==> src/logic/memPipe_defs.svh <==
`ifndef MEMPIPE_DEFS_SVH
`define MEMPIPE_DEFS_SVH

// datapath and byte-address width, fixed by the ISA
`define DATA_W 32

// gpr index width
`define REG_AW 5

// word-address bits of the data RAM, 256 words
`define RAM_AW 8

`endif
==> src/logic/memPipePkg.sv <==
`include "memPipe_defs.svh"

package memPipePkg;

    // write-back source, same leg order as the MEM2 result mux
    typedef enum logic [1:0] {
        wbPc8  = 2'd0, // jal/jalr link address
        wbAlu  = 2'd1,
        wbOutB = 2'd2, // operand b passed through
        wbMem  = 2'd3
    } wbSelT;

    typedef enum logic [2:0] {
        ldNone = 3'd0,
        ldLb   = 3'd1,
        ldLbu  = 3'd2,
        ldLh   = 3'd3,
        ldLhu  = 3'd4,
        ldLw   = 3'd5
    } loadTypeT;

    typedef enum logic [1:0] {
        stNone = 2'd0,
        stSb   = 2'd1,
        stSh   = 2'd2,
        stSw   = 2'd3
    } storeTypeT;

    // bundle handed over by execute
    typedef struct packed {
        logic [`DATA_W-1:0] aluOut;    // also the data address
        logic [`DATA_W-1:0] pc;
        logic [`DATA_W-1:0] outB;
        wbSelT              wbSel;
        logic [`REG_AW-1:0] dst;
        logic               rfWr;
        loadTypeT           loadType;
        storeTypeT          storeType;
    } exMemBusT;

    // MEM and MEM2 register content, store type already consumed
    typedef struct packed {
        logic [`DATA_W-1:0] aluOut;
        logic [`DATA_W-1:0] pc;
        logic [`DATA_W-1:0] outB;
        wbSelT              wbSel;
        logic [`REG_AW-1:0] dst;
        logic               rfWr;
        loadTypeT           loadType;
    } mem2BusT;

    typedef struct packed {
        logic               en;
        logic [3:0]         wen;   // byte lanes, zero means read
        logic [`DATA_W-1:0] addr;
        logic [`DATA_W-1:0] wdata;
    } dbusReqT;

    typedef struct packed {
        logic               we;
        logic [`REG_AW-1:0] dst;
        logic [`DATA_W-1:0] data;
    } rfWriteT;

    typedef struct packed {
        logic               valid;
        logic [`REG_AW-1:0] dst;
        logic [`DATA_W-1:0] result;
    } fwdT;

    // non-memory result pick, shared by the MEM2 bypass and WB
    function automatic logic [`DATA_W-1:0] selResult(input mem2BusT bus);
        logic [`DATA_W-1:0] res;
        case (bus.wbSel)
            wbPc8:   res = bus.pc + `DATA_W'd8;
            wbAlu:   res = bus.aluOut;
            wbOutB:  res = bus.outB;
            default: res = 'x; // load data not known here
        endcase
        return res;
    endfunction

endpackage

==> src/logic/mem2Stage.sv <==
`include "memPipe_defs.svh"

module mem2Stage import memPipePkg::*; (
    input  logic               clk,
    input  logic               rstN,
    input  logic               stall,
    input  logic               mem2Flush,
    input  mem2BusT            memIn,
    input  logic [`DATA_W-1:0] rdata,
    output fwdT                fwd,
    output mem2BusT            wbIn,
    output logic [`DATA_W-1:0] wbLoadData,
    output logic               wbValid
);

    mem2BusT            mem2Q;
    logic [`DATA_W-1:0] fwdResult;

    // MEM2 register
    // nothing enters while stalled, so the flush only acts on a moving pipe
    always_ff @(posedge clk or negedge rstN) begin
        if (!rstN) begin
            mem2Q <= '0;
        end else if (!stall) begin
            if (mem2Flush) begin
                mem2Q <= '0; // bubble in place of the incoming instr
            end else begin
                mem2Q <= memIn;
            end
        end
    end

    // bypass value: pc+8, alu result or operand b
    // a load still here has no result yet, that leg is don't-care
    assign fwdResult = selResult(mem2Q);

    assign fwd.valid  = mem2Q.rfWr; // bubbles carry rfWr low
    assign fwd.dst    = mem2Q.dst;
    assign fwd.result = fwdResult;

    // handoff to WB, RAM data goes straight through
    assign wbIn       = mem2Q;
    assign wbLoadData = rdata;
    assign wbValid    = mem2Q.rfWr & ~stall; // WB takes a bubble while stalled

endmodule

==> config.mk <==
export PLATFORM = sky130hd
export DESIGN_NAME = mem2Stage
export DESIGN_NICKNAME = d
export VERILOG_FILES = /design/src/logic/memPipePkg.sv /design/src/logic/mem2Stage.sv
export VERILOG_INCLUDE_DIRS = /design/src /design/src/logic
export SDC_FILE = /design/constraint.sdc
export NUM_CORES = 1
export LEC_CHECK = 0
export BUFFER_PORTS_ARGS = -buffer_cell sky130_fd_sc_hd__clkbuf_2
export CAP_MARGIN = 20
export CORE_AREA = 2 2 124 126
export CTS_BUF_LIST = sky130_fd_sc_hd__clkbuf_4
export DETAILED_ROUTE_END_ITERATION = 7
export DIE_AREA = 0 0 126 128
export PLACE_DENSITY = 0.75
export REMOVE_ABC_BUFFERS = 1
export SETUP_SLACK_MARGIN = 0.2
export SLEW_MARGIN = 10
export SYNTH_ARGS = -nofsm -noshare
export SYNTH_HDL_FRONTEND = slang
export SYNTH_SLANG_ARGS = --single-unit
==> constraint.sdc <==
create_clock -name clk -period 1.95 [get_ports clk]
set_input_delay 0 -clock clk [delete_from_list [all_inputs] [get_ports clk]]
set_output_delay 0 -clock clk [all_outputs]
set_load 0.05 [all_outputs]
# After elaboration in Yosys (flattened, before gate mapping)
# Cells that the tools add are included.
[classes]
addsub = 1
multipliers = 0
n_div = 0
magnitude_cmp = 0
n_eq_ne = 2
shifts = 0
mux = 2
bitwise_logic = 2
reduce_logical = 1
[ops]
columns = ["op", "n"]
rows = [
  ["two-way mux 107 bit", 1],
  ["case mux 32 bit (3 select lines)", 1],
  ["adder 32 x 4 -> 32 bit (second input constant)", 1],
  ["equality test 2 x 1 -> 1 bit (second input constant)", 1],
  ["equality test 2 bit (second input constant)", 1],
  ["zero test 2 bit", 1],
  ["bitwise AND 1 bit", 1],
  ["NOT 1 bit", 1],
]
[totals]
ff_bits = 107
latch_bits = 0
ramBits = 0
romBits = 0
in_bits = 143
output_inout_bits = 178
wordCells = 15
mem_count = 0

# Longest topological paths before layout
[depth]
ltp_word = 2
ltp_mapped = 6
mapped_depth_nobuf = 5

# Least setup slack after synthesis
# Ideal clock, no wire load.
[synth_timing]
path_type = "register to output"
startpoint = "reg mem2Q, in the netlist wbIn[46]"
endpoint = "out fwd[27] (netlist bit)"
arrival_time_ps = 3077
required_ps = 1950
slack_ps = -1127
stages_incl_launch_ff = 7
n_path_buf = 1
cell_sequence = "dfrtp_1 ha_1 nand3_1 or4_1 buf_2 or4_1 a31oi_1"
[synth_rtl]
columns = ["element", "line_no", "source"]
rows = [
  ["start: declaration", "mem2Stage.sv:16", "mem2BusT mem2Q;"],
  ["start signal: assignment", "mem2Stage.sv:28", "mem2Q <= memIn;"],
  ["end: declaration", "mem2Stage.sv:10", "output fwdT fwd,"],
]

==> metrics.cfg <==
[sta]
setup_ws_ns = -0.7014
finClkSkew_ns = 0
hold_ws_ns = 0.00006528
finalCriticalPeriod_ns = 2.651
tightestPinTransition_ns = 0.5394
final-setup-viol-count = 30
period_share_pct = 136.0
timing.final.max_slew_violations = 0
clock.fmax_mhz = 377.2
rsz0062_at_grt = true
slew_headroom_pct = 64.04
hold_viol = 0

[worst_setup_path]
max_stage_delay_ns = 0.57
cp.required_ns = 1.95
crit_chain = nand4_1, or4_4, buf_4, buf_2, o31ai_1, a31oi_4, buf_12
cp-end-kind = output port
critPathTopFamily = simple AND/OR/NAND/NOR gates
path_max_fanout = 4
startpoint_type = register
worstPathArrival_ns = 2.65
path_class = reg2out
cp_num_buf_inv = 3
critPathLaunch = wbIn[46]
r2r-start = wbIn[53]
critical_path.slowest_cell = or4_4

[placed_design]
placed_cells = 1082
gp_congestion = 0.8581
place_area_mm2 = 0.007415
io_buffers = 256
place_hpwl_mm = 14.29

[logic_synthesis]
synthTopCellsByArea = dfrtp_1 46%, nand2b_1 12%, o21ai_0 9.9%, nand2_1 7.7%, buf_4 4.9%
synth_edf_count = 0
ys_warn_count = 0
yosysMostFrequentCell = nand2_1
synth_flop_cell = dfrtp_1
yosysTopAreaCell = dfrtp_1
ys_ff_latch = 107
avgSynthCellArea_um2 = 8.601
synth_common_cells = 119 x nand2_1, 115 x o21ai_0, 107 x dfrtp_1, 107 x nand2b_1, 45 x clkbuf_1
synth_area_mm2 = 0.005814
synth_cells = 676
ys_seq_area_share_pct = 46.05
synthArstFlopShare_pct = 100.0
synthDistinctLibCells = 31
synth_top_area_share_pct = 46.05

[drt]
drc = 0
via_per_inst = 5.390
detail_route.first_pass.iterations = 5
drt_wl_total_mm = 25.33
wire_per_inst_um = 19.82
dr.first_iter.drc_count = 454
ant_nets = 0
dr_total_vias = 6888

[clocking]
clockBufferDepth = 2
clk_pin_slew_ns = 0.15
numCtsBuffers = 9
clockRootBuffer = clkbuf_4
cts_sinks = 107
cts_tree = done
htreeDepth = 3
clock_latency_ns = 0.46

[global_route]
grt_max_degree = 108
antenna_found_initial = 0
grt_pass1_wl_mm = 37.20
grt_overflow = 0
grt_pass1_vias = 6944
grt_usage_pct = 29.45

[power_and_ir_drop]
powerDensity_mw_per_mm2 = 675.1
p_seq_share_pct = 36.4
switching_share_pct = 42.74
cellLeakagePower_uw = 0.004858
power_frac_clock_pct = 13.7
comb_power_share_pct = 49.9
p_sw_uw = 2995
ir_drop_uv = 390.3
power.internal_uw = 4012

[floorplanning]
initial_core_util_pct = 39.12
die_area_mm2 = 0.01613
die_h_um = 128
pin_count = 321
die_width_um = 126
core_mm2 = 0.01486
num_rows = 45

[cells_and_area]
antenna_cells = 0
final_nets = 1235
area_growth_pct = 78.52
final_area_mm2 = 0.01038
final.fill_count = 1003
multi_input_area_mm2 = 0.003246
stdcell_count = 1278
drive_gt1_share_pct = 39.54
utilization_pct = 69.83
regArea_mm2 = 0.002679

[min_path]
hp-start = rdata[0]
hold_class = in2out

[run_status]
violations = negative setup slack
outcome = finished, violations left

[run]
maxCapViolCount = 0

==> layout by cell type (no fill, tap or decap), drive strengths merged, types with 3 or more instances in the layout <==
cell,synthesis,layout
a21oi,16,16
a221oi,28,28
a22oi,4,4
a31oi,11,11
and4,4,4
buf,45,118
clkbuf,45,241
dfrtp,107,107
dlygate4sd3,0,143
ha,3,3
inv,8,8
nand2,119,119
nand2b,107,107
nand3,5,5
nand4,7,7
nor2,4,4
nor3,5,5
nor4,5,5
o21ai,115,115
o31ai,5,5
or3,6,6
or4,7,7
xnor2,11,11
xor2,3,3
==> final timing paths <==
check | to | slack, ns | depth (start not counted)
min in group asynchronous | wbIn[26] | 0.07 | 3
max in group asynchronous | wbIn[10] | 1.61 | 3
hold reg to reg | wbIn[1] | 0.50 | 2
setup / recovery | fwd[26] | -0.70 | 7
hold / removal | wbLoadData[0] | 0.00007 | 0
setup reg to reg | wbIn[53] | 0.45 | 5
==> cell families (layout without fill, tap and decap cells) <==
logic type                 count (synthesis)  in the layout  share of synthesized area [%]
and+or+nand+nor                          272            272                          24.08
AOI/OAI and AO/OA                        182            182                          18.29
adders and majority gates                  3              3                         0.6456
xor gates and xnor gates                  14             14                          2.109
buffers and inverters                     98            512                          8.823
DFF                                      107            107                          46.05
==> layout make-up <==
type                            instances  area share (%)
Multi-Input combinational cell        471           31.27
Sequential cell                       107           25.81
Inverter                                8          0.2893
Clock buffer                           10          0.7232
Tap cell                              188           2.266
Timing Repair Buffer                  492           39.57
Clock inverter                          2         0.07232
==> repair_timing <==
| item | CTS | global route |
|---|---|---|
| gates cloned | 3 | 2 |
| hold buffers | 144 | 0 |
| endpoints found under the hold margin | 214 | 0 |
| pin swaps | 39 | 37 |
| setup endpoints to repair | 32 | 32 |
| gates resized for setup | 138 | 86 |
| buffers inserted | 19 | 16 |
==> metrics by stage <==
| step | total power [uW] | setup WS, ns | setup TNS [ns] |
|---|---|---|---|
| floorplan | 4104 | -1.232 | -31.65 |
| global placement | 5002 | -0.3019 | -2.145 |
| detailed placement | 5026 | -0.3506 | -2.602 |
| CTS | 6668 | -0.7167 | -10.56 |
| global route | 7305 | -0.8096 | -14.23 |
| finish | 7008 | -0.7014 | -11.01 |
==> per-layer routing <==
layer / vias up / GRT usage, % / share of wire, %
li1: 3104 / - / -
met1: 3274 / 35.70 / 39
met2: 437 / 47.53 / 48
met3: 71 / 11.73 / 9.8
met4: 2 / 10.28 / 3.0
met5: - / 3.096 / 0.27
==> flip-flops by register name, indices dropped and copies added, names as in the netlist <==
register  count
fwd           6
wbIn        101
==> power groups by stage <==
stage | Sequential, uW | Clock (uW) | Combinational [uW]
2_1_floorplan | 3220 | 0 | 884
3_3_place_gp | 2560 | 0 | 2440
3_5_place_dp | 2570 | 0 | 2450
4_1_cts | 2540 | 979 | 3150
5_1_grt | 2580 | 1080 | 3650
6_report | 2550 | 958 | 3500
No activity file was read; power rests on OpenSTA's default activity.
