[src/logic/memPipe_defs.svh]
`ifndef MEMPIPE_DEFS_SVH
`define MEMPIPE_DEFS_SVH

// datapath and byte-address width, fixed by the ISA
`define DATA_W 32

// gpr index width
`define REG_AW 5

// word-address bits of the data RAM, 256 words
`define RAM_AW 8

`endif
[src/logic/memPipePkg.sv]
`include "memPipe_defs.svh"

package memPipePkg;

    // write-back source, same leg order as the MEM2 result mux
    typedef enum logic [1:0] {
        wbPc8  = 2'd0, // jal/jalr link address
        wbAlu  = 2'd1,
        wbOutB = 2'd2, // operand b passed through
        wbMem  = 2'd3
    } wbSelT;

    typedef enum logic [2:0] {
        ldNone = 3'd0,
        ldLb   = 3'd1,
        ldLbu  = 3'd2,
        ldLh   = 3'd3,
        ldLhu  = 3'd4,
        ldLw   = 3'd5
    } loadTypeT;

    typedef enum logic [1:0] {
        stNone = 2'd0,
        stSb   = 2'd1,
        stSh   = 2'd2,
        stSw   = 2'd3
    } storeTypeT;

    // bundle handed over by execute
    typedef struct packed {
        logic [`DATA_W-1:0] aluOut;    // also the data address
        logic [`DATA_W-1:0] pc;
        logic [`DATA_W-1:0] outB;
        wbSelT              wbSel;
        logic [`REG_AW-1:0] dst;
        logic               rfWr;
        loadTypeT           loadType;
        storeTypeT          storeType;
    } exMemBusT;

    // MEM and MEM2 register content, store type already consumed
    typedef struct packed {
        logic [`DATA_W-1:0] aluOut;
        logic [`DATA_W-1:0] pc;
        logic [`DATA_W-1:0] outB;
        wbSelT              wbSel;
        logic [`REG_AW-1:0] dst;
        logic               rfWr;
        loadTypeT           loadType;
    } mem2BusT;

    typedef struct packed {
        logic               en;
        logic [3:0]         wen;   // byte lanes, zero means read
        logic [`DATA_W-1:0] addr;
        logic [`DATA_W-1:0] wdata;
    } dbusReqT;

    typedef struct packed {
        logic               we;
        logic [`REG_AW-1:0] dst;
        logic [`DATA_W-1:0] data;
    } rfWriteT;

    typedef struct packed {
        logic               valid;
        logic [`REG_AW-1:0] dst;
        logic [`DATA_W-1:0] result;
    } fwdT;

    // non-memory result pick, shared by the MEM2 bypass and WB
    function automatic logic [`DATA_W-1:0] selResult(input mem2BusT bus);
        logic [`DATA_W-1:0] res;
        case (bus.wbSel)
            wbPc8:   res = bus.pc + `DATA_W'd8;
            wbAlu:   res = bus.aluOut;
            wbOutB:  res = bus.outB;
            default: res = 'x; // load data not known here
        endcase
        return res;
    endfunction

endpackage

[src/logic/wbStage.sv]
`include "memPipe_defs.svh"

module wbStage import memPipePkg::*; (
    input  logic               clk,
    input  logic               rstN,
    input  mem2BusT            wbIn,
    input  logic [`DATA_W-1:0] wbLoadData,
    input  logic               wbValid,
    output rfWriteT            rfWrite
);

    mem2BusT            wbQ;
    logic               wbQValid;
    logic [`DATA_W-1:0] loadQ;
    logic [7:0]         loadByte;
    logic [15:0]        loadHalf;
    logic [`DATA_W-1:0] loadExt;

    always_ff @(posedge clk or negedge rstN) begin
        if (!rstN) begin
            wbQ      <= '0;
            wbQValid <= 1'b0;
        end else begin
            wbQ      <= wbIn;
            wbQValid <= wbValid;
        end
    end

    always_ff @(posedge clk) begin
        loadQ <= wbLoadData; // raw RAM word
    end

    // lane pick by the low address bits
    assign loadByte = loadQ[8*wbQ.aluOut[1:0] +: 8];
    assign loadHalf = wbQ.aluOut[1] ? loadQ[31:16] : loadQ[15:0];

    always_comb begin
        case (wbQ.loadType)
            ldLb:    loadExt = {{24{loadByte[7]}}, loadByte};
            ldLbu:   loadExt = {24'b0, loadByte};
            ldLh:    loadExt = {{16{loadHalf[15]}}, loadHalf};
            ldLhu:   loadExt = {16'b0, loadHalf};
            default: loadExt = loadQ; // lw
        endcase
    end

    // $zero is never written
    assign rfWrite.we   = wbQValid & wbQ.rfWr & (wbQ.dst != '0);
    assign rfWrite.dst  = wbQ.dst;
    assign rfWrite.data = (wbQ.wbSel == wbMem) ? loadExt : selResult(wbQ);

endmodule

[config.mk]
export PLATFORM = sky130hd
export DESIGN_NAME = wbStage
export DESIGN_NICKNAME = d
export VERILOG_FILES = /design/src/logic/memPipePkg.sv /design/src/logic/wbStage.sv
export VERILOG_INCLUDE_DIRS = /design/src /design/src/logic
export SDC_FILE = /design/constraint.sdc
export NUM_CORES = 1
export LEC_CHECK = 0
export BUFFER_PORTS_ARGS = -buffer_cell sky130_fd_sc_hd__buf_4
export CAP_MARGIN = 20
export CORE_MARGIN = 5
export CORE_UTILIZATION = 51
export CTS_BUF_LIST = sky130_fd_sc_hd__clkbuf_8 sky130_fd_sc_hd__clkbuf_16
export DETAILED_ROUTE_END_ITERATION = 8
export PLACE_DENSITY_LB_ADDON = 0.15
export SETUP_SLACK_MARGIN = 0.3
export SYNTH_ARGS = -nofsm -noshare
export SYNTH_HDL_FRONTEND = slang
export SYNTH_SLANG_ARGS = --single-unit
[constraint.sdc]
create_clock -name clk -period 2.4 [get_ports clk]
set_input_delay 0.36 -clock clk [delete_from_list [all_inputs] [get_ports clk]]
set_output_delay 0.36 -clock clk [all_outputs]
set_load 0.01 [all_outputs]
==> summary.txt, run 1 <==
Yosys
  – Top-area cell type share of the netlist area: 47.9%
  – Number of synthesized register bits: 140
  – Sequential area share after synthesis: 59.2%
  – Distinct cells, synth: 67
  – Ys Warns: 0
  – Top_reg_cell synth: dfrtp_1
  – Async S/R FF share, synth: 77.1%
  – Mean Syn Cell Area: 11.6 um2
  – Syn Nets: 631
  – Post-synth EDFFs: 0
  – Post-Synthesis Cells: 485
  – Synth top area cells: dfrtp_1, dfxtp_1, a221oi_1, a211oi_1, xnor2_1
  – Commonest cells in the netlist: dfrtp_1, a211oi_1, dfxtp_1
  – Synthesized area: 5640 um2
  – Leading area contributor after synthesis: dfrtp_1
  – Most frequent cell after synthesis: dfrtp_1

Floorplan
  – Die height: 115 um
  – Row Count: 38
  – Die Width: 115 um
  – Initial cell density of the core: 52.1%
  – IO Count: 180

Placed design
  – Port bufs: 179
  – Gpl congestion: 0.907
  – Worst slack at placement: 0.0395 ns
  – HPWL after DPL: 13400 um

Clock network
  – Clock buffer depth: 2
  – Clock sink count: 140
  – # H-tree levels: 4
  – Clock Tree Root: clkbuf_8
  – Cts bufs inserted: 17

STA
  – Worst endpoint type: primary output
  – Worst_ep grt: rfWrite[24]

Global route
  – GR Overflow Total: 231
  – Pin count of the biggest net entering global routing: 52
  – GR Util All Layers: 81.1%
  – Initial antenna violation count: 10

Outcome
  – Failed at: global routing (5_1_grt)
  – Status: stopped before the end
  – Log Error: [ERROR GRT-0232] Routing congestion too high. Check the congestion heatmap in the GUI.
## cells by family after synthesis
logic type / after synthesis / synth area share (%)
fa+ha+maj: 4 / 0.887
simple gates: 120 / 12.3
compound gates: 149 / 19.8
xor+xnor: 22 / 3.41
buf+inv: 47 / 3.64
mux: 3 / 0.776
flops: 140 / 59.2
## per-layer routing
| layer | GRT overflow | global-route usage, % |
|---|---|---|
| met3 | 2 | 71.3 |
| met2 | 144 | 97.3 |
| met5 | 3 | 17.4 |
| met1 | 3 | 75.9 |
| met4 | 79 | 87.8 |
## metrics by stage
stage / TNS, ns / std cells / utilization [%] / hold slack (ns) / instance area (um2)
4_1_cts: -10.60 / 1006 / 92.5 / 0.333 / 10000
3_5_place_dp: 0 / 809 / 68.7 / 0.356 / 7450
3_3_place_gp: 0 / 809 / 68.7 / 0.349 / 7450
2_1_floorplan: 0 / 485 / - / 0.0644 / 5740
## timing repair
| action | in CTS |
|---|---|
| endpoints found under the setup margin | 32 |
| resized for setup | 104 |
| setup buffers | 24 |
| pin swaps | 36 |
| endpoints found under the hold margin | 178 |
| hold buffers | 141 |
==> run 2, diff against run 1 <==
Settings changed: CORE_UTILIZATION 51 to 40, CTS_BUF_LIST sky130_fd_sc_hd__clkbuf_8 sky130_fd_sc_hd__clkbuf_16 to default, SETUP_SLACK_MARGIN 0.3 to default.
==> run 2 against run 1 <==
Net effect:
- the flow now finishes, with violations (setup timing)
- area after synthesis did not move
- synthesized cell count is the same
==> summary.txt, run 2 <==
STA
  – Slew Limit Fails: 0
  – Hold Vio Cnt, Final: 0
  – Final worst slack: -0.277 ns
  – Minimum clock period: 2.68 ns
  – Fmax: 374 MHz
  – Hold slack: 0.0362 ns
  – Final worst-path cycle share: 112%
  – Worst-Margin Slew: 0.655 ns
  – Unrepaired setup endpoints after global routing: yes
  – Final setup TNS: -5.94 ns
  – Final number of setup-violating endpoints: 32
  – Rel. slew slack: 56.3%

Placed design
  – Dpl cell area: 7530 um2 (was 7450 um2)
  – Placed insts: 867 (was 809)
  – Gpl congestion: 0.968 (was 0.907)
  – Port bufs: 179 (unchanged)
  – Worst slack at placement: -0.0261 ns (was 0.0395 ns)
  – HPWL after DPL: 14800 um (was 13400 um)

Layout
  – Reg with most FFs: wbQ
  – Nets@finish: 898
  – Max reg flops: 102
  – Syn-to-layout area delta: 71.2%
  – Post-route insts no fill: 945
  – Most frequent cells in the layout: buf_4, dfrtp_1, buf_6
  – Fraction of layout cells with a size suffix above 1: 58.4%
  – Final non-filler cell area: 9660 um2
  – ANT cells: 0
  – Commonest non-fill, non-tap cell in the layout: buf_4

Route
  – Final antenna-violating net count: 0
  – Drt pass-1 iters: 5
  – Initial drt markers: 407
  – Vias per inst: 5.60
  – Drt drc: 0
  – DR WL/cell: 22.2 um
  – Detailed Route WL: 21000 um
  – Vias post-DR: 5295

Yosys
  – Async S/R FF share, synth: 77.1% (unchanged)
  – Sequential area share after synthesis: 59.2% (unchanged)
  – Synth top area cells: dfrtp_1, dfxtp_1, a221oi_1, a211oi_1, xnor2_1 (unchanged)
  – Ys Warns: 0 (unchanged)
  – Mean Syn Cell Area: 11.6 um2 (unchanged)
  – Synthesized area: 5640 um2 (unchanged)
  – Syn Nets: 631 (unchanged)
  – Most frequent cell after synthesis: dfrtp_1 (unchanged)
  – Post-synth EDFFs: 0 (unchanged)
  – Leading area contributor after synthesis: dfrtp_1 (unchanged)
  – Top_reg_cell synth: dfrtp_1 (unchanged)
  – Top-area cell type share of the netlist area: 47.9% (unchanged)
  – Post-Synthesis Cells: 485 (unchanged)
  – Commonest cells in the netlist: dfrtp_1, a211oi_1, dfxtp_1 (unchanged)
  – Distinct cells, synth: 67 (unchanged)
  – Number of synthesized register bits: 140 (unchanged)

Power
  – Peak supply drop: 0.504 mV
  – Power per cell area: 681 nW/um2
  – Pleak: 0.00416 uW

Clock network
  – # H-tree levels: 4 (unchanged)
  – Cts bufs inserted: 17 (unchanged)
  – Clock transition at path regs: 0.06 ns
  – Clock sink count: 140 (unchanged)
  – CTS tree: done
  – Clock Tree Root: clkbuf_16 (was clkbuf_8)
  – Clock buffer depth: 2 (unchanged)

Global route
  – Initial antenna violation count: 0
  – GR Util All Layers: 25.5%
  – GR Overflow Total: 0
  – Pin count of the biggest net entering global routing: 51
  – Vias in the first global route: 5528
  – First-pass GRT wire length: 31600 um

Worst setup path
  – Crit path launch type: flip-flop
  – CP required: 2.04 ns
  – Arrival time worst endpoint: 2.32 ns
  – Critical path endpoint category: output pin
  – Worst-path fanout max: 4
  – CP Class: reg -> out

Floorplan
  – Core box area: 13900 um2
  – IO Count: 180 (unchanged)
  – Die Width: 129 um (was 115 um)
  – Initial cell density of the core: 40.7% (was 52.1%)
  – Die height: 129 um (was 115 um)
  – Row Count: 43 (was 38)
  – Die ar.: 16600 um2

Outcome
  – Failing checks: setup timing
  – Status: finished with violations (was stopped before the end)

Worst hold path
  – Hold Crit Class: in -> reg
  – Worst Hold Depth: 1

Run
  – Max Cap Viol: 0
-- run 2: cell counts after synthesis --
Identical to the previous run, type by type.
-- run 2: path summary, 6_finish.rpt --
check | from | end | slack (ns)
max | wbQ[53]$_DFF_PN0_ | rfWrite[18] | -0.28
min | wbLoadData[11] | loadQ[11]$_DFF_P_ | 0.04
max in group asynchronous | rstN | wbQ[68]$_DFF_PN0_ | 1.21
min in group asynchronous | rstN | wbQ[13]$_DFF_PN0_ | 0.50
-- run 2: worst max-delay path, stage by stage, from the launching register on --
cell      delay [ns]
dfrtp_1         0.35
buf_4           0.11
buf_6           0.09
nand3_4         0.07
or3_4           0.40
buf_6           0.15
o31a_1          0.31
nor3_4          0.20
a211oi_4        0.06
buf_4           0.15
-- run 2: where the power goes --
group          switching, uW  total [uW]  internal (uW)
clock                    981        2750           1770
combinational            592        1250            653
sequential               110        2590           2480
-- run 2: per-stage QoR --
step           total power, uW  util [%]
4_1_cts                   6520      66.6
2_1_floorplan             2940         -
6_report                  6580      69.6
3_3_place_gp              3510      54.3
3_5_place_dp              3520      54.3
5_1_grt                   6820      69.6
-- run 2: logic make-up after synthesis --
kind of cell | Yosys count | synth area share, %
AO/OA/AOI/OAI | 149 | 19.8
AND/OR/NAND/NOR | 120 | 12.3
flip-flops | 140 | 59.2
buffers and inverters | 47 | 3.64
multiplexers | 3 | 0.776
XOR/XNOR | 22 | 3.41
adder cells (fa/ha/maj) | 4 | 0.887
-- run 2: per-layer routing --
layer | track usage [%] | up-vias | routed length (um)
li1 | - | 2374 | -
met1 | 32.6 | 2639 | 8530
met2 | 41.4 | 235 | 10400
met3 | 6.27 | 47 | 1370
met4 | 10.7 | 0 | 722
met5 | 0 | - | 0
-- run 2: timing repair --
item / CTS / global route
setup buffers: 32 / 16
endpoints found under the hold margin: 37 / 0
setup endpoints to repair: 32 / 32
hold buffers: 1 / 0
pin swaps: 53 / 46
resized for setup: 157 / 59
cloned: 1 / 0
-- run 2: area by class of cell --
type,instances,area [um2]
well taps,180,225
clock inverters,10,165
inverters,13,52.6
clock buffers,22,454
fillers,1004,4220
flip-flops and latches,140,3350
repair buffers,282,2350
multi-input cells,298,3060
(Power assumes the default switching activity.)
