## config.mk

```make
export PLATFORM = sky130hd
export DESIGN_NAME = memStage
export DESIGN_NICKNAME = d
export VERILOG_FILES = /design/src/logic/memPipePkg.sv /design/src/logic/memStage.sv
export VERILOG_INCLUDE_DIRS = /design/src /design/src/logic
export SDC_FILE = /design/constraint.sdc
export NUM_CORES = 1
export LEC_CHECK = 0
export BUFFER_PORTS_ARGS = -buffer_cell sky130_fd_sc_hd__buf_2
export CORE_MARGIN = 4
export CORE_UTILIZATION = 51
export DETAILED_ROUTE_END_ITERATION = 12
export GPL_ROUTABILITY_DRIVEN = 0
export PLACE_DENSITY = 0.95
export REMOVE_ABC_BUFFERS = 1
export SETUP_SLACK_MARGIN = 0.2
export SLEW_MARGIN = 25
export SYNTH_ARGS = -nofsm -noshare
export SYNTH_HDL_FRONTEND = slang
export SYNTH_SLANG_ARGS = --single-unit
export TNS_END_PERCENT = 1
```

## constraint.sdc

```tcl
create_clock -name clk -period 2.13 [get_ports clk]
set_input_delay 0.1065 -clock clk [delete_from_list [all_inputs] [get_ports clk]]
set_output_delay 0.1065 -clock clk [all_outputs]
set_load 0.02 [all_outputs]
```

## src/logic/memPipe_defs.svh

```systemverilog
`ifndef MEMPIPE_DEFS_SVH
`define MEMPIPE_DEFS_SVH

// datapath and byte-address width, fixed by the ISA
`define DATA_W 32

// gpr index width
`define REG_AW 5

// word-address bits of the data RAM, 256 words
`define RAM_AW 8

`endif
```

## src/logic/memPipePkg.sv

```systemverilog
`include "memPipe_defs.svh"

package memPipePkg;

    // write-back source, same leg order as the MEM2 result mux
    typedef enum logic [1:0] {
        wbPc8  = 2'd0, // jal/jalr link address
        wbAlu  = 2'd1,
        wbOutB = 2'd2, // operand b passed through
        wbMem  = 2'd3
    } wbSelT;

    typedef enum logic [2:0] {
        ldNone = 3'd0,
        ldLb   = 3'd1,
        ldLbu  = 3'd2,
        ldLh   = 3'd3,
        ldLhu  = 3'd4,
        ldLw   = 3'd5
    } loadTypeT;

    typedef enum logic [1:0] {
        stNone = 2'd0,
        stSb   = 2'd1,
        stSh   = 2'd2,
        stSw   = 2'd3
    } storeTypeT;

    // bundle handed over by execute
    typedef struct packed {
        logic [`DATA_W-1:0] aluOut;    // also the data address
        logic [`DATA_W-1:0] pc;
        logic [`DATA_W-1:0] outB;
        wbSelT              wbSel;
        logic [`REG_AW-1:0] dst;
        logic               rfWr;
        loadTypeT           loadType;
        storeTypeT          storeType;
    } exMemBusT;

    // MEM and MEM2 register content, store type already consumed
    typedef struct packed {
        logic [`DATA_W-1:0] aluOut;
        logic [`DATA_W-1:0] pc;
        logic [`DATA_W-1:0] outB;
        wbSelT              wbSel;
        logic [`REG_AW-1:0] dst;
        logic               rfWr;
        loadTypeT           loadType;
    } mem2BusT;

    typedef struct packed {
        logic               en;
        logic [3:0]         wen;   // byte lanes, zero means read
        logic [`DATA_W-1:0] addr;
        logic [`DATA_W-1:0] wdata;
    } dbusReqT;

    typedef struct packed {
        logic               we;
        logic [`REG_AW-1:0] dst;
        logic [`DATA_W-1:0] data;
    } rfWriteT;

    typedef struct packed {
        logic               valid;
        logic [`REG_AW-1:0] dst;
        logic [`DATA_W-1:0] result;
    } fwdT;

    // non-memory result pick, shared by the MEM2 bypass and WB
    function automatic logic [`DATA_W-1:0] selResult(input mem2BusT bus);
        logic [`DATA_W-1:0] res;
        case (bus.wbSel)
            wbPc8:   res = bus.pc + `DATA_W'd8;
            wbAlu:   res = bus.aluOut;
            wbOutB:  res = bus.outB;
            default: res = 'x; // load data not known here
        endcase
        return res;
    endfunction

endpackage

```

## src/logic/memStage.sv

```systemverilog
`include "memPipe_defs.svh"

module memStage import memPipePkg::*; (
    input  logic     clk,
    input  logic     rstN,
    input  logic     stall,
    input  logic     mem2Flush,
    input  exMemBusT exIn,
    output mem2BusT  memOut,
    output dbusReqT  dbusReq
);

    exMemBusT           memQ;
    logic               isLoad;
    logic               isStore;
    logic [3:0]         storeWen;
    logic [`DATA_W-1:0] storeData;

    always_ff @(posedge clk or negedge rstN) begin
        if (!rstN) begin
            memQ <= '0; // bubble
        end else if (!stall) begin
            memQ <= exIn;
        end
    end

    assign isLoad  = (memQ.loadType != ldNone);
    assign isStore = (memQ.storeType != stNone);

    // little-endian lane placement, data replicated so any lane sees it
    always_comb begin
        storeData = memQ.outB;
        storeWen  = 4'b0000;
        case (memQ.storeType)
            stSb: begin
                storeData = {4{memQ.outB[7:0]}};
                storeWen  = 4'b0001 << memQ.aluOut[1:0];
            end
            stSh: begin
                storeData = {2{memQ.outB[15:0]}};
                storeWen  = memQ.aluOut[1] ? 4'b1100 : 4'b0011;
            end
            stSw: storeWen = 4'b1111;
            default: ;
        endcase
    end

    assign dbusReq.en    = (isLoad | isStore) & ~stall;
    assign dbusReq.wen   = mem2Flush ? 4'b0000 : storeWen; // flushed store never lands
    assign dbusReq.addr  = memQ.aluOut;
    assign dbusReq.wdata = storeData;

    // everything but the store type moves on
    assign memOut.aluOut   = memQ.aluOut;
    assign memOut.pc       = memQ.pc;
    assign memOut.outB     = memQ.outB;
    assign memOut.wbSel    = memQ.wbSel;
    assign memOut.dst      = memQ.dst;
    assign memOut.rfWr     = memQ.rfWr;
    assign memOut.loadType = memQ.loadType;

endmodule

```

* Word-level counts from Yosys, hierarchy flattened
Cells that the tools add are included.
** Storage, ports and cells
- Bits in registers :: 109
- Input port bits :: 113
- Output and inout bits :: 176
** Cells by class
- Equality and inequality tests :: 3
- Reduce and logical (&&, ||, !) cells :: 2
- Bitwise operators :: 3
- Muxes and demuxes :: 4
- Shift-type cells :: 1
** Operators with widths (count)
- one-hot mux 32 bit (2 select lines) :: 1
- one-hot mux 4 bit (3 select lines) :: 1
- 2-to-1 mux 4 bit :: 2
- == test 2 bit, second input constant :: 2
- left shift 1 x 2 -> 4 bit, first input constant :: 1
- nonzero test 3 bit :: 1
- == test 2 x 1 -> 1 bit, second input constant :: 1
- nonzero test 2 bit :: 1
- bitwise AND 1 bit :: 1
- NOT 1 bit :: 1
- OR 1 bit :: 1

* Depth between registers and ports, before layout
Gate-level depths: netlist of the first run.
- Depth after elaboration :: 3
- Gate-level depth with buffers :: 6
- Depth with buffers taken out :: 4

* Worst setup path before layout of the first run
No wires, ideal clock.
- Path type :: register to output
- Start point :: register memQ[1] (netlist name)
- End point :: output dbusReq[64] (netlist name)
- Data arrival time :: 1.848 ns
- Data required time :: 2.024 ns
- Stages on the path, launching flop included :: 5
- Path slack :: 0.175 ns
- Cells stage by stage :: dfrtp_1 > inv_1 > ha_1 > nand2b_1 > a2111oi_0
** RTL lines
- start: declaration :: line memStage.sv:13 : exMemBusT memQ;
- start signal: assignment :: line memStage.sv:23 : memQ <= exIn;
- end: declaration :: line memStage.sv:10 : output dbusReqT dbusReq

==> reports/summary.txt, run 1 <==
================================================================================
Outcome                                                             finished, final reports clean
Final routed DRC violation total                                               0
Sum of routed wire length over all layers                              16,900 um
Start point of the critical path                                         memQ[0]
Count of buffer and inverter cells on the critical path                        3
FF+latch count, synth                                                        109
Router iterations before antenna repair                                        5
Number of CTS-inserted buffers                                                 9
Startpoint kind of the worst setup timing path                              flop
Setup violators final                                                          0
Share of cells above drive strength 1                                      0.610
HPWL after detailed placement                                          10,700 um
Worst setup skew after layout                                               0 ps
Synth cell types                                                              25
Power density relative to cell area                                   768 nW/um2
Area added between synthesis and finish                                    30.3%
Cell class contributing the biggest share of worst-path delay       buffers and inverters
Die width                                                                 118 um
Vias                                                                       4,374
Hold Crit Endpoint                                                   dbusReq[39]
Area of the die                                                       13,900 um2
Biggest area contributors in the synthesized netlist                sky130_fd_sc_hd__dfrtp_1, sky130_fd_sc_hd__mux2_4, sky130_fd_sc_hd__buf_4
Buffers on Ports                                                             288
Worst EP arrival                                                         1840 ps
Type of element capturing the critical path                         primary output
CP Cell Sequence                                                    inv_2 -> ha_4 -> buf_8 -> nand2_1 -> o22ai_1 -> buf_2
Leakage power summed over all cells                                   0.00418 uW
Synth Flop Type                                                     sky130_fd_sc_hd__dfrtp_1
Clock slew at reported path FFs                                            70 ps
FF/Latch Area                                                           2730 um2
Final hold violations                                                          0
Global-route total usage across every layer                                0.243
Largest net degree at the start of global routing                             63
Number of synthesis warnings                                                   0
Data required time at the worst endpoint                                 2020 ps
Max capacitance violation total                                                0
Clock network latency to the later pin of the worst-skew pair             340 ps
Final critical-path required period                                      1950 ps
Crit path kind                                                      flop to primary output
Max clock buf depth                                                            2
Number of H-tree branching levels                                              3
Synthesized cell area                                                   6160 um2
Via-per-instance ratio                                                      5.06
CTS Sinks                                                                    109
Largest incremental delay on the critical path                            420 ps
Worst r2r src                                                            memQ[1]
Setup repair after global routing missed its margin                         true
Worst reg-to-reg path cell count                                               2
Initial standard-cell utilization of the core                              0.530
Antenna violations before repair                                               1
Post-route antenna net violation count                                         0
Minimum setup slack among reg-to-reg paths                               1210 ps
Number of standard-cell rows in the floorplan                                 39
Final slew viol count                                                          0
Largest voltage drop on the vdd net                                     0.517 mV
Setup slack after placement                                               171 ps
Area of the multi-input gates                                           2100 um2
Achievable frequency                                                     513 MHz
Worst min-delay path startpoint                                         exIn[84]
Most frequent cell after synthesis                                  sky130_fd_sc_hd__buf_4
Die outline height                                                        118 um
Pwr Total                                                                6160 uW
Type of the tightest min-delay check                                primary input to flop
Slew of the pin with the lowest slew margin                               486 ps
CP max stage cell                                                   sky130_fd_sc_hd__dfrtp_2
Total Nets Final                                                             834
Clock root buffer                                                   sky130_fd_sc_hd__clkbuf_16
Wire length of the first global-routing pass                           27,100 um
Synth cell count leaders                                            sky130_fd_sc_hd__buf_4, sky130_fd_sc_hd__dfrtp_1, sky130_fd_sc_hd__mux2_4, sky130_fd_sc_hd__nor2_1
Std-Cell Core Area                                                    11,600 um2
Number of synthesized flops with an enable pin                                 0
Maximum net fanout on the critical path                                       21
Biggest area consumer among synthesized cells                       sky130_fd_sc_hd__dfrtp_1
Number of inserted filler cells in the final layout                          720
Setup slack of the critical path after layout                             181 ps
Number of stages on the worst hold path                                        2
Routed length per instance                                               19.6 um
Share of async-settable or async-resettable flops after synthesis           1.00
Average size of a mapped cell                                           13.3 um2
Drt initial violations                                                       285
Reg-to-reg critical path endpoint                                        memQ[1]
Fraction of the cycle the final worst path needs                           0.915
Total gr overflow                                                              0
Ports                                                                        289
Worst slew margin relative to its limit                                    0.676
Synth Instances                                                              462
Sequential element share of the synthesized area                           0.443
Clock tree from TritonCTS                                                  built
Via count of the first global-routing pass                                 4,930
Area share of the leading cell type in the synthesized netlist             0.443
Stages on the worst setup path                                                 6
================================================================================
registers in the layout, indices dropped and copies added (netlist names):
name	cells
dbusReq	32
memQ	2
memOut	75
repair_timing:
| action | in CTS | in global routing |
|---|---|---|
| pin swaps | 2 | 0 |
| resized for setup | 17 | 3 |
| setup endpoints to repair | 28 | 14 |
| setup buffers | 4 | 0 |
| endpoints found under the hold margin | 182 | 1 |
| hold buffers | 106 | 1 |
worst max path at each step:
stage                       end  slack (ps)
floorplan           dbusReq[64]         -40
global placement    dbusReq[14]         350
detailed placement  dbusReq[64]         170
CTS                 dbusReq[66]         220
global route        dbusReq[20]         150
finish              dbusReq[20]         180
routing by layer:
| layer | up-vias | wire length (um) | GRT usage |
|---|---|---|---|
| li1 | 1922 | - | - |
| met1 | 2121 | 6260 | 0.270 |
| met2 | 282 | 8630 | 0.428 |
| met3 | 49 | 1450 | 0.0692 |
| met4 | 0 | 585 | 0.113 |
| met5 | - | 0 | 0 |
layout by cell type, fill, tap and decap left out, drive strengths merged:
master / synthesis / routed
dlygate4sd3: 0 / 107
clkbuf: 2 / 10
nand2b: 2 / 2
nor4: 2 / 2
nor2b: 1 / 1
buf: 165 / 303
nor4b: 1 / 1
clkinvlp: 0 / 1
o22ai: 8 / 8
ha: 5 / 5
and2: 1 / 1
dfrtp: 109 / 109
a211oi: 1 / 1
a22oi: 8 / 8
diode: 0 / 1
nor2: 12 / 12
inv: 10 / 11
a2111oi: 2 / 2
a21oi: 8 / 8
mux2: 109 / 109
clkinv: 0 / 3
bufinv: 0 / 1
a22o: 8 / 8
nand2: 8 / 8
cells by family (layout without fill, tap and decap cells):
kind of cell,after synthesis,after routing,share of synthesized area
other cells,0,1,0
simple gates,27,27,0.0201
compound gates,35,35,0.0398
mux,109,109,0.260
fa+ha+maj,5,5,0.0102
flops,109,109,0.443
buf+inv,177,436,0.228
final cells by class:
cell class                      count  area share
Antenna cell                        1    0.000312
Clock buffer                       10      0.0285
Clock inverter                      6     0.00889
Inverter                           10     0.00468
Multi-Input combinational cell    176       0.261
Sequential cell                   109       0.340
Tap cell                          143      0.0223
Timing Repair Buffer              410       0.334
report_power, final:
group / internal, uW / switching (uW) / leakage, uW
registers: 2280 / 193 / 0.00127
clock network: 923 / 763 / 0.000145
logic: 908 / 1100 / 0.00277
total: 4110 / 2060 / 0.00418
stage by stage:
step	std cells	utilization	hold slack (ps)	instance area (um2)	setup TNS [ps]
3_5_place_dp	737	0.564	-19.1	6550	0
6_report	865	0.691	19.4	8030	0
3_3_place_gp	737	0.564	-18.8	6550	0
5_1_grt	865	0.691	10.8	8030	0
2_1_floorplan	295	-	-189	4800	-81.1
4_1_cts	863	0.688	3.92	8000	0
Note: power is estimated with default switching activity, not from simulation.
==> run 2, diff against run 1 <==
==> constraint.sdc (replaced) <==
create_clock -name clk -period 2.3 [get_ports clk]
set_input_delay 0.115 -clock clk [delete_from_list [all_inputs] [get_ports clk]]
set_output_delay 0.115 -clock clk [all_outputs]
set_load 0.02 [all_outputs]
==> reports/summary.txt, run 2 (synthesis gave the netlist of run 1 again) <==
============================================================================
Outcome                                                         finished, final reports clean
Clock slew at reported path FFs                                        70 ps   about the same
Final routed DRC violation total                                           0   unchanged
Routed length per instance                                           19.9 um   +1.7%
Std-Cell Core Area                                                11,600 um2   unchanged
CTS Sinks                                                                109   unchanged
Setup violators final                                                      0   unchanged
Number of standard-cell rows in the floorplan                             39   unchanged
Total gr overflow                                                          0   unchanged
Number of inserted filler cells in the final layout                      762   +5.8%
Startpoint kind of the worst setup timing path                          flop
Met1 layer wirelength in the final routing                           5940 um   -5.0%
Placement-stage cell area                                           6530 um2   -0.23%
Achievable frequency                                                 492 MHz
Top metal layer carrying routed signals                                 met4
FF/Latch Area                                                       2730 um2   about the same
Final slew viol count                                                      0   unchanged
Buffers on Ports                                                         288   unchanged
Highest-count cells in the layout ignoring fill and taps        sky130_fd_sc_hd__buf_2, sky130_fd_sc_hd__dfrtp_1, sky130_fd_sc_hd__mux2_4
Ports                                                                    289   unchanged
Worst slew margin relative to its limit                                0.673   -0.00315
Max clock buf depth                                                        2   unchanged
Crit path kind                                                  flop to primary output
Max capacitance violation total                                            0   unchanged
Worst EP arrival                                                     1920 ps   +80 ps
Post-placement cell count                                                735   -0.27%
Post-route antenna net violation count                                     0   unchanged
Most common cell after layout, fill and taps aside              sky130_fd_sc_hd__buf_2
Router iterations before antenna repair                                    4   -1
Area of the multi-input gates                                       2060 um2   -1.6%
Routed length on met2                                                8900 um   +3.1%
Area of all placed cells without fillers                            7830 um2   -2.5%
Data required time at the worst endpoint                             2180 ps   +160 ps
DR WL met3                                                           1450 um   +0.62%
Largest voltage drop on the vdd net                                 0.453 mV   -12%
Setup slack of the critical path after layout                         268 ps   +86.5 ps
Total Neg Setup Slack                                                   0 ps   unchanged
Type of element capturing the critical path                     primary output
Initial standard-cell utilization of the core                          0.530   unchanged
Drt initial violations                                                   371   +30%
Type of the tightest min-delay check                            primary input to flop
Global-route total usage across every layer                            0.239   -0.00368
Slew of the pin with the lowest slew margin                           491 ps   +4.72 ps
Fin cells                                                                850   -1.7%
Clock network latency to the later pin of the worst-skew pair         340 ps   about the same
Flip-flop count of the largest register after layout                      75   unchanged
Pwr Total                                                            5580 uW   -9.5%
Final critical-path required period                                  2030 ps
Fraction of the cycle the final worst path needs                       0.884
Final hold violations                                                      0   unchanged
Area added between synthesis and finish                                27.1%
Wire length of the first global-routing pass                       26,500 um   -2.3%
Die width                                                             118 um   unchanged
Number of H-tree branching levels                                          3   unchanged
Setup slack after placement                                           332 ps   +161 ps
Leakage power summed over all cells                               0.00411 uW   -1.9%
Clock tree from TritonCTS                                              built
Vias                                                                   4,293   -1.9%
Via count of the first global-routing pass                             4,748   -3.7%
Maximum net fanout on the critical path                                   19   -9.5%
Total Nets Final                                                         819   -1.8%
Power density relative to cell area                               713 nW/um2   -7.2%
Antenna violations before repair                                           1   unchanged
Number of CTS-inserted buffers                                             9   unchanged
Sum of routed wire length over all layers                          16,900 um   about the same
Setup repair after global routing missed its margin                     true
Worst setup skew after layout                                           0 ps   unchanged
HPWL after detailed placement                                      10,800 um   +0.84%
Die outline height                                                    118 um   unchanged
Share of cells above drive strength 1                                  0.606   -0.00403
Largest net degree at the start of global routing                         59   -6.3%
Clock root buffer                                               sky130_fd_sc_hd__clkbuf_16
Via-per-instance ratio                                                  5.05   -0.12%
Area of the die                                                   13,900 um2   unchanged
============================================================================
## run 2: what timing repair did
item                                    4_1_cts  5_1_grt
resized for setup                             6        2
buffers inserted                              2        0
endpoints found under the setup margin       11       15
hold buffers                                 93        3
endpoints found under the hold margin       121        3
## run 2: area by class of cell
class	instances	area share
sequential	109	0.348
timing repair buffer	395	0.323
multi-input combinational	176	0.264
clock buffer	11	0.0310
tap	143	0.0229
clock inverter	5	0.00543
inverter	10	0.00480
antenna	1	0.000320
## run 2: per-layer routing
metal  GRT usage  vias up
li1            -     1889
met1       0.253     2074
met2       0.435      276
met3      0.0726       54
met4       0.106        0
met5           0        -
## run 2: where the power goes
group / leakage, uW / internal, uW / switching (uW)
Sequential: 0.00127 / 2110 / 181
Combinational: 0.00270 / 806 / 1000
Clock: 0.000137 / 777 / 705
## run 2: worst paths after layout
kind | from | end | slack [ps] | cells after the start
worst max register to register | memQ[1] | memQ[1] | 1380 | 2
worst min-delay path | exIn[104] | dbusReq[59] | 10 | 2
max in group asynchronous | rstN | memOut[8] | 1400 | 3
min in group asynchronous | rstN | memOut[47] | 240 | 2
worst max-delay path | memQ[1] | dbusReq[21] | 270 | 6
worst min register to register | memOut[71] | memOut[71] | 510 | 1
## run 2: critical path: stages, from the launching register on
cell and delay (ps):
sky130_fd_sc_hd__dfrtp_1 360, sky130_fd_sc_hd__inv_1 100, sky130_fd_sc_hd__ha_1 390, sky130_fd_sc_hd__buf_4 280, sky130_fd_sc_hd__nand2_1 100, sky130_fd_sc_hd__o22ai_1 150
sky130_fd_sc_hd__buf_2 200
## run 2: per-stage QoR
stage,util,hold WS (ps)
2_1_floorplan,-,-181
6_report,0.674,15.0
4_1_cts,0.671,0.00766
3_5_place_dp,0.562,66.2
3_3_place_gp,0.562,70.5
5_1_grt,0.674,1.21
==> run 3, diff against run 2 <==
--- a/config.mk
+++ b/config.mk
@@ -6,12 +6,13 @@
 export SDC_FILE = /design/constraint.sdc
 export NUM_CORES = 1
 export LEC_CHECK = 0
+export ABC_AREA = 1
 export BUFFER_PORTS_ARGS = -buffer_cell sky130_fd_sc_hd__buf_2
 export CORE_MARGIN = 4
-export CORE_UTILIZATION = 51
+export CORE_UTILIZATION = 40
 export DETAILED_ROUTE_END_ITERATION = 12
 export GPL_ROUTABILITY_DRIVEN = 0
-export PLACE_DENSITY = 0.95
+export PLACE_DENSITY = 0.81
 export REMOVE_ABC_BUFFERS = 1
 export SETUP_SLACK_MARGIN = 0.2
 export SLEW_MARGIN = 25
==> constraint.sdc (replaced) <==
create_clock -name clk -period 2 [get_ports clk]
set_input_delay 0.1 -clock clk [delete_from_list [all_inputs] [get_ports clk]]
set_output_delay 0.1 -clock clk [all_outputs]
set_load 0.02 [all_outputs]
==> reports/summary.txt, run 3 <==
================================================================================
Number of synthesis warnings                                                   0   unchanged
Total Neg Setup Slack                                                       0 ps   unchanged
Sum of routed wire length over all layers                              16,200 um   -4.2%
Via count of the first global-routing pass                                 4,590   -3.3%
Clock root buffer                                                   sky130_fd_sc_hd__clkbuf_16
Share of cells above drive strength 1                                      0.565   -0.0409
CTS Sinks                                                                    109   unchanged
Die width                                                                 129 um   +9.2%
Number of H-tree branching levels                                              3   unchanged
Type of element capturing the critical path                         primary output
Wire length of the first global-routing pass                           23,900 um   -9.8%
Crit path kind                                                      flop to primary output
Largest voltage drop on the vdd net                                     0.419 mV   -7.3%
FF+latch count, synth                                                        109   unchanged
Number of standard-cell rows in the floorplan                                 43   +10%
Startpoint kind of the worst setup timing path                              flop
HPWL after detailed placement                                          10,400 um   -3.8%
Clock tree from TritonCTS                                                  built
Number of stages on the worst hold path                                        3   +1
Final critical-path required period                                      1810 ps
Biggest area contributors in the synthesized netlist                sky130_fd_sc_hd__dfrtp_1, sky130_fd_sc_hd__buf_4, sky130_fd_sc_hd__mux2_2
Max clock buf depth                                                            2   unchanged
Max capacitance violation total                                                0   unchanged
Worst reg-to-reg path cell count                                               1   -1
Achievable frequency                                                     553 MHz
Drt initial violations                                                        96   -74%
Number of synthesized flops with an enable pin                                 0   unchanged
Synthesized cell area                                                   5830 um2   -5.3%
Die outline height                                                        129 um   +9.2%
Std-Cell Core Area                                                    14,100 um2   +21%
Share of async-settable or async-resettable flops after synthesis           1.00   unchanged
Most frequent cell after synthesis                                  sky130_fd_sc_hd__buf_4
Area share of the leading cell type in the synthesized netlist             0.468   +0.0250
Total Nets Final                                                             886   +8.2%
Final routed DRC violation total                                               0   unchanged
Initial standard-cell utilization of the core                              0.414   -0.117
Setup repair after global routing missed its margin                         true
Vias                                                                       4,334   +0.96%
Setup violators final                                                          0   unchanged
Synth cell count leaders                                            sky130_fd_sc_hd__buf_4, sky130_fd_sc_hd__dfrtp_1, sky130_fd_sc_hd__nand2_1, sky130_fd_sc_hd__mux2_2, sky130_fd_sc_hd__mux2_4
Number of CTS-inserted buffers                                                 9   unchanged
Post-route antenna net violation count                                         0   unchanged
Type of the tightest min-delay check                                primary input to flop
Power density relative to cell area                                   797 nW/um2   +12%
Synth Flop Type                                                     sky130_fd_sc_hd__dfrtp_1
Final hold violations                                                          0   unchanged
Worst slew margin relative to its limit                                    0.612   -0.0604
Biggest area consumer among synthesized cells                       sky130_fd_sc_hd__dfrtp_1
Ports                                                                        289   unchanged
Leakage power summed over all cells                                   0.00410 uW   about the same
Buffers on Ports                                                             288   unchanged
Outcome                                                             finished, final reports clean
Largest net degree at the start of global routing                            110   +86%
Worst setup skew after layout                                               0 ps   unchanged
Fraction of the cycle the final worst path needs                           0.904
Sequential element share of the synthesized area                           0.468   +0.0250
Router iterations before antenna repair                                        5   +1
Maximum net fanout on the critical path                                        4   -15
Slew of the pin with the lowest slew margin                               581 ps   +90.5 ps
Routed length per instance                                               16.9 um   -15%
Worst EP arrival                                                         1710 ps   -210 ps
Global-route total usage across every layer                                0.184   -0.0544
Synth cell types                                                              15   -40%
Most common cell after layout, fill and taps aside                  sky130_fd_sc_hd__buf_2
Setup slack of the critical path after layout                             191 ps   -76.6 ps
Area of the die                                                       16,600 um2   +19%
Setup slack after placement                                               394 ps   +62.3 ps
Total gr overflow                                                              0   unchanged
Final slew viol count                                                          0   unchanged
Area added between synthesis and finish                                    35.8%
Synth Instances                                                              510   +10%
Data required time at the worst endpoint                                 1900 ps   -280 ps
Average size of a mapped cell                                           11.4 um2   -14%
Clock network latency to the later pin of the worst-skew pair             340 ps   about the same
Antenna violations before repair                                               0   -1
Via-per-instance ratio                                                      4.53   -10%
Flip-flop count of the largest register after layout                          75   unchanged
Highest-count cells in the layout ignoring fill and taps            sky130_fd_sc_hd__buf_2, sky130_fd_sc_hd__dfrtp_1, sky130_fd_sc_hd__dlygate4sd3_1
Clock slew at reported path FFs                                            70 ps   about the same
================================================================================
==> run 3: path summary, 6_finish.rpt <==
path / start / slack, ps / endpoint
setup / recovery: memQ[1] / 190 / dbusReq[65]
hold / removal: exIn[0] / 10 / memQ[0]
setup reg to reg: memOut[17] / 1130 / memOut[17]
hold reg to reg: memOut[9] / 500 / memOut[9]
max in group asynchronous: rstN / 1200 / dbusReq[58]
min in group asynchronous: rstN / 360 / memOut[5]
==> run 3: metrics by stage <==
stage	total power [uW]	instance area [um2]	hold slack [ps]	utilization	cells
2_1_floorplan	3570	4600	-196	-	345
3_3_place_gp	4330	6390	224	0.453	824
3_5_place_dp	4370	6390	224	0.453	824
4_1_cts	6290	7830	0.262	0.555	949
5_1_grt	6620	7910	22.9	0.561	953
6_report	6310	7920	13.5	0.562	956
==> run 3: final cells by class <==
cell class              count  area [um2]
well taps                 180         225
diodes                      3        7.51
clock inverters             6        47.5
flip-flops and latches    109        2730
multi-input cells         228        1900
inverters                   8        37.5
repair buffers            412        2740
fillers                  1123        6180
clock buffers              10         229
==> run 3: kinds of logic (layout without fill, tap and decap cells) <==
kind of cell	after synthesis	in the layout	share of synthesized area
adder cells (fa/ha/maj)	5	5	0.0107
buffers and inverters	173	436	0.216
multiplexers	104	104	0.226
other	0	3	0
AND/OR/NAND/NOR	111	111	0.0723
AO/OA/AOI/OAI	8	8	0.00708
flip-flops	109	109	0.468
==> run 3: critical path: stages (launching register included) <==
cell and delay [ps]:
sky130_fd_sc_hd__dfrtp_1 400, sky130_fd_sc_hd__inv_2 130, sky130_fd_sc_hd__ha_4 180, sky130_fd_sc_hd__buf_6 120
sky130_fd_sc_hd__nand2_1 70, sky130_fd_sc_hd__nor2_1 100, sky130_fd_sc_hd__nor2_1 50, sky130_fd_sc_hd__nor2_1 160
sky130_fd_sc_hd__buf_4 170
==> run 3: metal layers <==
layer | wire [um] | track usage | vias up
met3 | 1340 | 0.0498 | 31
met5 | 0 | 0 | -
met2 | 8490 | 0.332 | 206
li1 | - | - | 2014
met4 | 384 | 0.0754 | 0
met1 | 5980 | 0.205 | 2083
==> run 3: what timing repair did <==
| item | in CTS | in global routing |
|---|---|---|
| setup endpoints to repair | 24 | 24 |
| pin swaps | 0 | 5 |
| gates resized for setup | 18 | 12 |
| cloned | 0 | 1 |
| hold endpoints to repair | 215 | 0 |
| hold buffers | 107 | 0 |
| buffers inserted | 2 | 3 |
==> run 3: power by group <==
group | switching [uW] | total [uW] | internal (uW)
clock | 838 | 1700 | 858
sequential | 184 | 2610 | 2420
combinational | 1120 | 2010 | 891
total | 2140 | 6310 | 4170
